--- src/rtl/csr_pkg.sv ---
// Shared CSR address map, data types, feature header layout and SREG timing, imported by the RTL
package csr_pkg;

    // MMIO request address in 4-byte units
    typedef logic [15:0] mmio_addr_t;

    // Host transaction tag carried by every request and echoed in its response
    typedef logic [8:0]  mmio_tid_t;

    // Register read and write data
    typedef logic [63:0] mmio_data_t;

    // Local register index, taken from address bits 3:1 (8-byte registers)
    typedef logic [2:0]  csr_index_t;

    // System register address inside the SREG bank
    typedef logic [3:0]  sreg_addr_t;

    // Requests at or above this address belong to some other block
    localparam mmio_addr_t CSR_WINDOW_LIMIT = 16'd16;

    // Local register indices
    localparam csr_index_t CSR_DFH        = 3'd0;
    localparam csr_index_t CSR_AFU_ID_L   = 3'd1;
    localparam csr_index_t CSR_AFU_ID_H   = 3'd2;
    localparam csr_index_t CSR_RSVD0      = 3'd3;
    localparam csr_index_t CSR_RSVD1      = 3'd4;
    localparam csr_index_t CSR_SREG_READ  = 3'd5;
    localparam csr_index_t CSR_SREG_ADDR  = 3'd6;
    localparam csr_index_t CSR_SREG_WDATA = 3'd7;

    // Constant fields of the device feature header
    localparam logic [3:0]  AFU_FEATURE_TYPE = 4'h1;
    localparam logic [23:0] DFH_NEXT_OFFSET  = 24'h001000;

    // Identifier reported when the top level is not given its own
    localparam logic [127:0] DEFAULT_AFU_ID = 128'h5d3c_9a71_0e42_4b8f_a6c1_27e9_b03f_8d14;

    // Size of the system register bank
    localparam int SREG_COUNT = 16;

    // Cycles from a system register read request to its response
    localparam int SREG_LATENCY = 4;

    // Builds the feature header word
    // Feature type lives in bits 63:60, next offset in bits 39:16, all else zero
    function automatic mmio_data_t afu_dfh_value();
        mmio_data_t dfh;
        dfh = '0;
        dfh[63:60] = AFU_FEATURE_TYPE;
        dfh[39:16] = DFH_NEXT_OFFSET;
        return dfh;
    endfunction

endpackage
--- src/rtl/afu_csr_top.sv ---
// Accelerator CSR block top level: ties the host register channel to the read, write and SREG blocks
`timescale 1ns/10ps

module afu_csr_top
    import csr_pkg::*;
#(
    // Identifier reported through AFU_ID_L and AFU_ID_H
    parameter logic [127:0] afu_id = DEFAULT_AFU_ID
)
(
    input  logic       clk,
    input  logic       reset_n,

    // Host request channel, one-cycle valid, no back-pressure
    input  logic       req_valid,
    input  logic       req_write,
    input  mmio_addr_t req_addr,
    input  mmio_tid_t  req_tid,
    input  mmio_data_t req_data,

    // Host response channel, one cycle per read answer
    output logic       rsp_valid,
    output mmio_tid_t  rsp_tid,
    output mmio_data_t rsp_data
);

    // SREG address register output, used by both reads and writes
    sreg_addr_t sreg_addr;

    // SREG write strobe and data from the write side
    logic       sreg_wr_en;
    mmio_data_t sreg_wdata;

    // SREG read request and its answer
    logic       sreg_rd_req;
    logic       sreg_rsp_valid;
    mmio_data_t sreg_rsp_data;

    // Read decoder and response path
    mmio_csr_rd #(
        .afu_id         (afu_id)
    ) i_mmio_csr_rd (
        .clk            (clk),
        .reset_n        (reset_n),
        .req_valid      (req_valid),
        .req_write      (req_write),
        .req_addr       (req_addr),
        .req_tid        (req_tid),
        .sreg_addr_cur  (sreg_addr),
        .sreg_rd_req    (sreg_rd_req),
        .sreg_rsp_valid (sreg_rsp_valid),
        .sreg_rsp_data  (sreg_rsp_data),
        .rsp_valid      (rsp_valid),
        .rsp_tid        (rsp_tid),
        .rsp_data       (rsp_data)
    );

    // Write decoder, owns the SREG address register
    mmio_csr_wr i_mmio_csr_wr (
        .clk            (clk),
        .reset_n        (reset_n),
        .req_valid      (req_valid),
        .req_write      (req_write),
        .req_addr       (req_addr),
        .req_data       (req_data),
        .sreg_addr      (sreg_addr),
        .sreg_wr_en     (sreg_wr_en),
        .sreg_wdata     (sreg_wdata)
    );

    // System register bank behind the indirect window
    sreg_server i_sreg_server (
        .clk            (clk),
        .reset_n        (reset_n),
        .rd_req         (sreg_rd_req),
        .addr           (sreg_addr),
        .wr_en          (sreg_wr_en),
        .wdata          (sreg_wdata),
        .rsp_valid      (sreg_rsp_valid),
        .rsp_data       (sreg_rsp_data)
    );

endmodule

--- src/rtl/mmio_csr_rd.sv ---
// MMIO read side of the CSR block: answers local registers at once and returns deferred SREG reads
`timescale 1ns/10ps

module mmio_csr_rd
    import csr_pkg::*;
#(
    // 128-bit accelerator identifier reported through AFU_ID_L/H
    parameter logic [127:0] afu_id = DEFAULT_AFU_ID
)
(
    input  logic       clk,
    input  logic       reset_n,

    // Host request channel, shared with the write side
    input  logic       req_valid,
    input  logic       req_write,
    input  mmio_addr_t req_addr,
    input  mmio_tid_t  req_tid,

    // Current SREG address, held by the write side
    input  sreg_addr_t sreg_addr_cur,

    // SREG read request and its delayed answer
    output logic       sreg_rd_req,
    input  logic       sreg_rsp_valid,
    input  mmio_data_t sreg_rsp_data,

    // Response channel back to the host
    output logic       rsp_valid,
    output mmio_tid_t  rsp_tid,
    output mmio_data_t rsp_data
);

    // A read request that falls inside this block's window
    logic       rd_hit;
    csr_index_t rd_index;

    // Same-cycle answer for the local registers
    logic       direct_rsp;
    mmio_data_t direct_data;

    // Holding register for the SREG result and the tag of its request
    logic       hold_valid;
    mmio_data_t hold_data;
    mmio_tid_t  hold_tid;
    logic       hold_send;

    assign rd_hit = req_valid && !req_write && (req_addr < CSR_WINDOW_LIMIT);

    // Registers are 8 bytes wide, so address bit 0 does not select one
    assign rd_index = req_addr[3:1];

    always_comb
    begin
        direct_rsp  = 1'b0;
        direct_data = '0;

        if (rd_hit)
        begin
            case (rd_index)
                CSR_DFH:
                begin
                    direct_rsp  = 1'b1;
                    direct_data = afu_dfh_value();
                end
                CSR_AFU_ID_L:
                begin
                    direct_rsp  = 1'b1;
                    direct_data = afu_id[63:0];
                end
                CSR_AFU_ID_H:
                begin
                    direct_rsp  = 1'b1;
                    direct_data = afu_id[127:64];
                end
                CSR_RSVD0, CSR_RSVD1:
                begin
                    // Reserved words read as zero
                    direct_rsp = 1'b1;
                end
                CSR_SREG_ADDR:
                begin
                    direct_rsp  = 1'b1;
                    direct_data = mmio_data_t'(sreg_addr_cur);
                end
                CSR_SREG_WDATA:
                begin
                    // The write data port is write only and reads back zero
                    direct_rsp = 1'b1;
                end
                default:
                begin
                    // SREG read answers later through the holding register
                    direct_rsp = 1'b0;
                end
            endcase
        end
    end

    // Kick off a system register read at the current SREG address
    assign sreg_rd_req = rd_hit && (rd_index == CSR_SREG_READ);

    // A direct answer owns the port; the parked SREG result waits for an idle cycle
    assign hold_send = hold_valid && !direct_rsp;

    assign rsp_valid = direct_rsp || hold_send;
    assign rsp_tid   = hold_send ? hold_tid : req_tid;
    assign rsp_data  = hold_send ? hold_data : direct_data;

    // Remember which request the SREG data belongs to
    always_ff @(posedge clk)
    begin
        if (sreg_rd_req)
        begin
            hold_tid <= req_tid;
        end
    end

    // Park the SREG result until the response port is free
    always_ff @(posedge clk)
    begin
        if (sreg_rsp_valid)
        begin
            hold_data <= sreg_rsp_data;
        end
    end

    // Only one SREG read is outstanding, so load and send never overlap
    always_ff @(posedge clk)
    begin
        if (!reset_n)
        begin
            hold_valid <= 1'b0;
        end
        else if (sreg_rsp_valid)
        begin
            hold_valid <= 1'b1;
        end
        else if (hold_send)
        begin
            hold_valid <= 1'b0;
        end
    end

endmodule

--- src/rtl/mmio_csr_wr.sv ---
// MMIO write side of the CSR block: holds the SREG address and issues SREG write strobes
`timescale 1ns/10ps

module mmio_csr_wr
    import csr_pkg::*;
(
    input  logic       clk,
    input  logic       reset_n,

    // Host request channel, shared with the read side
    input  logic       req_valid,
    input  logic       req_write,
    input  mmio_addr_t req_addr,
    input  mmio_data_t req_data,

    // SREG address, also read back through the read side
    output sreg_addr_t sreg_addr,

    // One-cycle write strobe into the SREG bank with its data
    output logic       sreg_wr_en,
    output mmio_data_t sreg_wdata
);

    // A write request that falls inside this block's window
    logic       wr_hit;
    csr_index_t wr_index;

    assign wr_hit   = req_valid && req_write && (req_addr < CSR_WINDOW_LIMIT);
    assign wr_index = req_addr[3:1];

    // SREG address register, only the low four data bits are kept
    always_ff @(posedge clk)
    begin
        if (!reset_n)
        begin
            sreg_addr <= '0;
        end
        else if (wr_hit && (wr_index == CSR_SREG_ADDR))
        begin
            sreg_addr <= req_data[3:0];
        end
    end

    // Write strobe is high for exactly the cycle after the MMIO write
    always_ff @(posedge clk)
    begin
        if (!reset_n)
        begin
            sreg_wr_en <= 1'b0;
        end
        else
        begin
            sreg_wr_en <= wr_hit && (wr_index == CSR_SREG_WDATA);
        end
    end

    // Payload travels alongside the strobe
    always_ff @(posedge clk)
    begin
        if (wr_hit && (wr_index == CSR_SREG_WDATA))
        begin
            sreg_wdata <= req_data;
        end
    end

endmodule

--- src/rtl/sreg_server.sv ---
// System register bank with single-cycle writes and fixed-latency pipelined reads
`timescale 1ns/10ps

module sreg_server
    import csr_pkg::*;
(
    input  logic       clk,
    input  logic       reset_n,

    // Read request, one-cycle pulse
    input  logic       rd_req,

    // Register address, shared by reads and writes
    input  sreg_addr_t addr,

    // Write strobe and data
    input  logic       wr_en,
    input  mmio_data_t wdata,

    // Read answer, SREG_LATENCY cycles after rd_req
    output logic       rsp_valid,
    output mmio_data_t rsp_data
);

    // The register bank itself
    mmio_data_t regs [SREG_COUNT];

    // Read pipeline, one stage per cycle of latency
    logic       rd_valid_pipe [SREG_LATENCY];
    sreg_addr_t rd_addr_pipe  [SREG_LATENCY];

    // Bank is cleared so never-written registers read zero
    always_ff @(posedge clk)
    begin
        if (!reset_n)
        begin
            for (int i = 0; i < SREG_COUNT; i++)
            begin
                regs[i] <= '0;
            end
        end
        else if (wr_en)
        begin
            regs[addr] <= wdata;
        end
    end

    // Valid bits shift every cycle, so several reads may be in flight
    always_ff @(posedge clk)
    begin
        if (!reset_n)
        begin
            for (int i = 0; i < SREG_LATENCY; i++)
            begin
                rd_valid_pipe[i] <= 1'b0;
            end
        end
        else
        begin
            rd_valid_pipe[0] <= rd_req;
            for (int i = 1; i < SREG_LATENCY; i++)
            begin
                rd_valid_pipe[i] <= rd_valid_pipe[i-1];
            end
        end
    end

    // Addresses follow the valid bits
    always_ff @(posedge clk)
    begin
        rd_addr_pipe[0] <= addr;
        for (int i = 1; i < SREG_LATENCY; i++)
        begin
            rd_addr_pipe[i] <= rd_addr_pipe[i-1];
        end
    end

    // The bank is read at the end of the pipeline, so earlier writes are seen
    assign rsp_valid = rd_valid_pipe[SREG_LATENCY-1];
    assign rsp_data  = regs[rd_addr_pipe[SREG_LATENCY-1]];

endmodule

--- config.mk ---
export PLATFORM = sky130hd
export DESIGN_NAME = afu_csr_top
export DESIGN_NICKNAME = d
export VERILOG_FILES = /design/src/rtl/csr_pkg.sv /design/src/rtl/afu_csr_top.sv /design/src/rtl/mmio_csr_rd.sv /design/src/rtl/mmio_csr_wr.sv /design/src/rtl/sreg_server.sv
export SDC_FILE = /design/constraint.sdc
export NUM_CORES = 1
export LEC_CHECK = 0
export ABC_AREA = 1
export BUFFER_PORTS_ARGS = -buffer_cell sky130_fd_sc_hd__buf_2
export CAP_MARGIN = 10
export CORE_MARGIN = 2
export CORE_UTILIZATION = 40
export CTS_CLUSTER_SIZE = 28
export DETAILED_ROUTE_END_ITERATION = 8
export PLACE_DENSITY = 0.61
export SYNTH_ARGS = -nofsm -noshare
export SYNTH_HDL_FRONTEND = slang
export SYNTH_HIERARCHICAL = 1
export SYNTH_SLANG_ARGS = --single-unit
--- constraint.sdc ---
create_clock -name clk -period 6.8 [get_ports clk]
set_input_delay 1.7 -clock clk [delete_from_list [all_inputs] [get_ports clk]]
set_output_delay 1.7 -clock clk [all_outputs]
set_load 0.005 [all_outputs]
==> Yosys cells after proc, flatten, opt, wreduce, memory -nomap -nowiden <==
Memories as Yosys holds them, arrays and structs flattened. A register that Yosys moved wholly into a read port is not among the register bits.
Index checks and enable logic that the tools add are counted.
Widths: inputs -> output; s select.
{ "word_totals": {"word_cells": 55, "ramBits": 1044, "in_bits": 93, "out_inout_bits": 74, "register_bits": 79, "n_memories": 3} }
{ "classes": {"n_eq_ne": 7, "order_cmp": 1, "mux": 20, "bitwise": 4, "n_reduce_logical": 15} }
{ "mem_list": {"columns": ["name", "words", "width", "read_ports", "rd_ports_with_merged_regs", "wr", "line", "source"], "rows": [
  ["i_sreg_server.regs", 16, 64, 1, 1, 16, "sreg_server.sv:26", "mmio_data_t regs [SREG_COUNT];"],
  ["i_sreg_server.rd_addr_pipe", 4, 4, 4, 0, 4, "sreg_server.sv:30", "sreg_addr_t rd_addr_pipe [SREG_LATENCY];"],
  ["i_sreg_server.rd_valid_pipe", 4, 1, 4, 0, 4, "sreg_server.sv:29", "logic rd_valid_pipe [SREG_LATENCY];"]
]} }
{ "op_table": {"columns": ["operator", "n"], "rows": [
  ["$pmux 64 s4", 1],
  ["$mux 64", 3],
  ["$reduce_or 64->1", 1],
  ["$lt 16x5->1 const B", 1],
  ["$mux 1", 14],
  ["$eq 3x3->1 const B", 4],
  ["$mux 9", 1],
  ["$logic_and 1x1->1", 8],
  ["$reduce_or 7->1", 1],
  ["$eq 3x2->1 const B", 2],
  ["$mux 4", 1],
  ["$or 1x1->1", 4],
  ["$eq 3x1->1 const B", 1],
  ["$logic_not 3->1", 1],
  ["$logic_not 1->1", 2],
  ["$reduce_bool 2->1", 1],
  ["$logic_or 1x1->1", 1]
]} }

==> Depth between registers and ports, before layout <==
{ "depth": {"word_depth": 8, "ltp_mapped": 10} }

==> Hierarchy <==
The synthesis kept the hierarchy.
{ "by_module_without_submodules": {"columns": ["module", "cells_per_inst", "n_inst", "seq_area_each_um2", "area_per_inst_um2"], "rows": [
  ["sreg_server", 5460, 1, 31149.9, 49025.8],
  ["mmio_csr_rd", 306, 1, 2212.1, 3310.7],
  ["mmio_csr_wr", 110, 1, 2021.9, 2207.1]
]} }

==> Worst setup path before layout <==
OpenSTA, ideal clock, no wires.
{ "synth_timing": {"kind": "input to register", "startpoint": "input req_addr[13]", "endpoint": "register i_mmio_csr_wr.sreg_wdata[0] (enable)", "arrival_time_ps": 6540, "cell_stages": 4, "path_slack_ps": -305, "n_path_buf": 0, "cell_sequence": "or2_1 -> nor2_2 -> nand2_1 -> nor3_1"} }
{ "synth_via": {"elab_chain_cells": 3} }
{ "synth_rtl": {"columns": ["item", "line", "source"], "rows": [
  ["start: declaration", "afu_csr_top.sv:17", "input mmio_addr_t req_addr,"],
  ["$lt 16x5->1", "mmio_csr_wr.sv:28", "assign wr_hit = req_valid && req_write && (req_addr < CSR_WINDOW_LIMIT);"],
  ["$logic_and 1x1->1", "mmio_csr_wr.sv:28", null],
  ["$logic_and 1x1->1", "mmio_csr_wr.sv:60", "if (wr_hit && (wr_index == CSR_SREG_WDATA))"],
  ["end signal: assignment", "mmio_csr_wr.sv:62", "sreg_wdata <= req_data;"],
  ["end: declaration", "mmio_csr_wr.sv:21", "output mmio_data_t sreg_wdata"]
]} }
No other way between the ends.
A chain may end at the register's enable or synchronous reset.

==> Final worst setup path <==
{ "layout_timing": {"startpoint": "input req_addr[2]", "endpoint": "output rsp_data[28]"} }
{ "layout_via": {"elab_chain_cells": 7, "word_cells_on_any_way": 17} }
{ "layout_rtl": {"columns": ["item", "line", "source"], "rows": [
  ["branches (longest 6 deep; another with $lt 16x5->1)", null, null],
  ["$mux 64 (*)", "mmio_csr_rd.sv:108", "assign rsp_data = hold_send ? hold_data : direct_data;"],
  ["end: declaration", "afu_csr_top.sv:24", "output mmio_data_t rsp_data"]
]} }
Every way passes the cells marked *.

==> qor.yml <==
clock_network:
  cts_tree: "built"
  cts_sinks: 1187
  htreeDepth: 4
  hold_buffers: 0
  cts_root_buffer: "clkbuf_16"
  clkTransAtPathRegs_ns: 0.06
  cts_buffers: 135
  clock_latency_ns: 0.77
  clk_path_buf_depth: 3
  post_cts_resize_count: 0
  cts_setup_buffers: 0
pwr:
  p_int_uw: 12460
  comb_power_share_pct: 2.9
  totalPowerFinal_uw: 15800
  ir_drop_uv: 273.2
  p_leak_uw: 0.02687
  p_sw_uw: 3338
  seq_power_share_pct: 52.3
  swShare_pct: 21.13
  power_density_nw_per_um2: 259.5
  p_clk_share_pct: 44.8
setup_path:
  path_class: "input port to primary output"
  critPathSlowestCell: "buf_4"
  critPathMaxFanout: 63
  rr_worst_depth: 5
  critPathBufInv: 4
  timing.rr.start: "i_mmio_csr_wr/sreg_addr[2]$_SDFFE_PN0P_"
  path_delay_family: "buffers and inverters"
  worst_setup_path_end_kind: "primary output"
  cp.arrival_ns: 3.78
  r2r_end: "i_sreg_server/regs[5][4]$_SDFFCE_PN0P_"
  crit_required_ns: 5.10
  rrSetupSlack_ns: 3.23
  path_cells: "buf_2 -> inv_1 -> nand3_1 -> nand3_4 -> buf_4 -> nand3_1 -> nand2_1 -> buf_2"
  crit_path_start_kind: "input port"
  critPathMaxStageDelay_ns: 0.70
yosys:
  ys_seq_elements: 1187
  syn_inst: 5876
  synth.avg_cell_area_um2: 9.282
  yosys.area.top_type: "edfxtp_1"
  synth-edff-count: 1161
  yosys.cell_types.count: 27
  synth_area_leaders: "edfxtp_1 64%, nand2_1 10%, nand3_1 7.7%"
  yosysTopAreaCellShare_pct: 63.92
  async_reset_ff_share_pct: 0
  synth_area_um2: 54540
  synth-main-ff-cell: "edfxtp_1"
  ys_seq_area_share_pct: 64.87
  yosysWarnings: 6
  syn-num-nets: 5969
sta:
  grt_setup_unrepaired: "false"
  worstMarginPinSlew_ns: 1.277
  drv_slew: 0
  setup_violations: 0
  hold_viol: 0
  fmaxAchievable_mhz: 182.5
  fin_worst_skew_ns: 0.02435
  min_period_ns: 5.479
  fin_crit_sh_pct: 80.57
  setup_tns_ns: 0
  slew_headroom_pct: 14.90
drt:
  wl_um: 168000
  drt-initial-drc-count: 4623
  vias: 40340
  drc: 0
  avgRoutedWirePerCell_um: 21.73
  ant_nets: 0
  first_pass_iters: 8
  vias_per_cell: 5.218
layout:
  n_fill_cell: 12710
  drive_gt1_share_pct: 7.934
  finalNetCount: 5936
  area_growth_pct: 11.58
placement:
  io_buffers: 165
  place_congestion: 0.7927
  hpwl_um: 84840
floorplan:
  dieArea_um2: 139300
  die_h_um: 373.3
  dieWidth_um: 373.3
  io_pins: 167
  coreArea_um2: 135500
  fp-row-count: 135
  start_util_pct: 40.26
min_path:
  hold_depth: 0
  min_to: "i_sreg_server/rd_addr_pipe[2][0]$_DFF_P_"
  hp-class: "register to register"
  min-delay-start: "i_sreg_server/rd_addr_pipe[1][0]$_DFF_P_"
outcome:
  outcome: "finished clean"
global_route:
  grt_pass1_vias: 37900
  grt_max_degree: 186
  gr-usage-all-layers_pct: 23.64
  overflow: 0
  antenna_found_initial: 5
  grt_first_pass_wirelength_um: 245900
flow_run:
  maxCapViolations: 0
power groups by stage:
stage / combinational, uW / clock (uW) / sequential, uW
floorplan: 246 / 0 / 8420
global placement: 447 / 0 / 8410
detailed placement: 452 / 0 / 8420
CTS: 455 / 7200 / 8260
global route: 504 / 7440 / 8280
finish: 458 / 7070 / 8270
routing by layer:
metal,vias to the layer above,routed length [um],GRT usage [%]
met5,-,13,0
met4,2,4348,7.196
met3,291,16710,4.552
met2,1996,78270,38.23
met1,19570,68610,32.26
li1,18480,-,-
synthesized netlist by cell type (3+ instances only):
cell,instances
buf_2,229
nand2_1,1480
buf_6,8
nand3_1,834
nor2_1,1071
clkbuf_1,127
o21ai_0,7
dfxtp_1,26
buf_1,29
edfxtp_1,1161
inv_1,868
nor2_2,3
buf_4,14
layout make-up:
class | instances | area (um2) | area share [%]
multi-input combinational | 3412 | 14220 | 23.37
tap | 1781 | 2228 | 3.661
inverter | 870 | 3288 | 5.403
timing repair buffer | 237 | 1461 | 2.401
sequential | 1187 | 35410 | 58.18
antenna | 1 | 2.502 | 0.004112
clock inverter | 65 | 555.5 | 0.9128
clock buffer | 178 | 3697 | 6.075
logic make-up after synthesis:
kind of cell / synth area share [%]
simple gates: 25.52
buf+inv: 9.520
flops: 64.87
compound gates: 0.08945
through the flow:
stage / instances / hold WS [ns] / util (%) / instance area [um2] / setup WS (ns)
floorplan: 5876 / 0.3096 / - / 54550 / 1.660
global placement: 7486 / 0.3100 / 41.77 / 56580 / 1.454
detailed placement: 7486 / 0.3118 / 41.77 / 56580 / 1.401
CTS: 7729 / 0.3256 / 44.90 / 60830 / 1.395
global route: 7730 / 0.3284 / 44.92 / 60860 / 1.238
finish: 7731 / 0.3246 / 44.93 / 60860 / 1.321
how the worst max path moves through the flow:
| stage | from | endpoint | slack, ns | cells past startpoint |
|---|---|---|---|---|
| floorplan | req_addr[13] | i_mmio_csr_wr/sreg_wdata[0]$_DFFE_PP_ | 1.66 | 4 |
| global placement | req_addr[2] | rsp_data[1] | 1.45 | 8 |
| detailed placement | req_addr[2] | rsp_data[1] | 1.40 | 8 |
| CTS | req_addr[2] | rsp_data[3] | 1.39 | 8 |
| global route | req_addr[2] | rsp_data[1] | 1.24 | 8 |
| finish | req_addr[2] | rsp_data[28] | 1.32 | 8 |
cell usage in the layout (no fill, tap or decap), types with 12 or more instances in the layout:
cell	instances
edfxtp_1	1161
dfxtp_1	20
nand2_4	33
clkbuf_1	34
buf_2	165
inv_1	866
nor2_1	1071
clkbuf_16	141
nand3_1	834
nand2_1	1447
buf_4	65
clkinv_2	12
clkinv_1	32
worst reg2reg max path: stages (launching register included):
cell     delay (ns)
dfxtp_1        0.64
inv_1          0.08
nor2_1         0.57
nand2_4        0.54
nand2_4        1.06
buf_4          0.38
sequential cells by signal, indices dropped and copies added (netlist names):
register,cells
i_mmio_csr_wr/sreg_wr_en,1
i_mmio_csr_rd/hold_tid,9
i_sreg_server/regs,1024
i_mmio_csr_rd/hold_valid,1
i_mmio_csr_rd/hold_data,64
i_sreg_server/rd_valid_pipe,4
i_mmio_csr_wr/sreg_wdata,64
i_mmio_csr_wr/sreg_addr,4
i_sreg_server/rd_addr_pipe,16
Note: power is estimated with default switching activity, not from simulation.
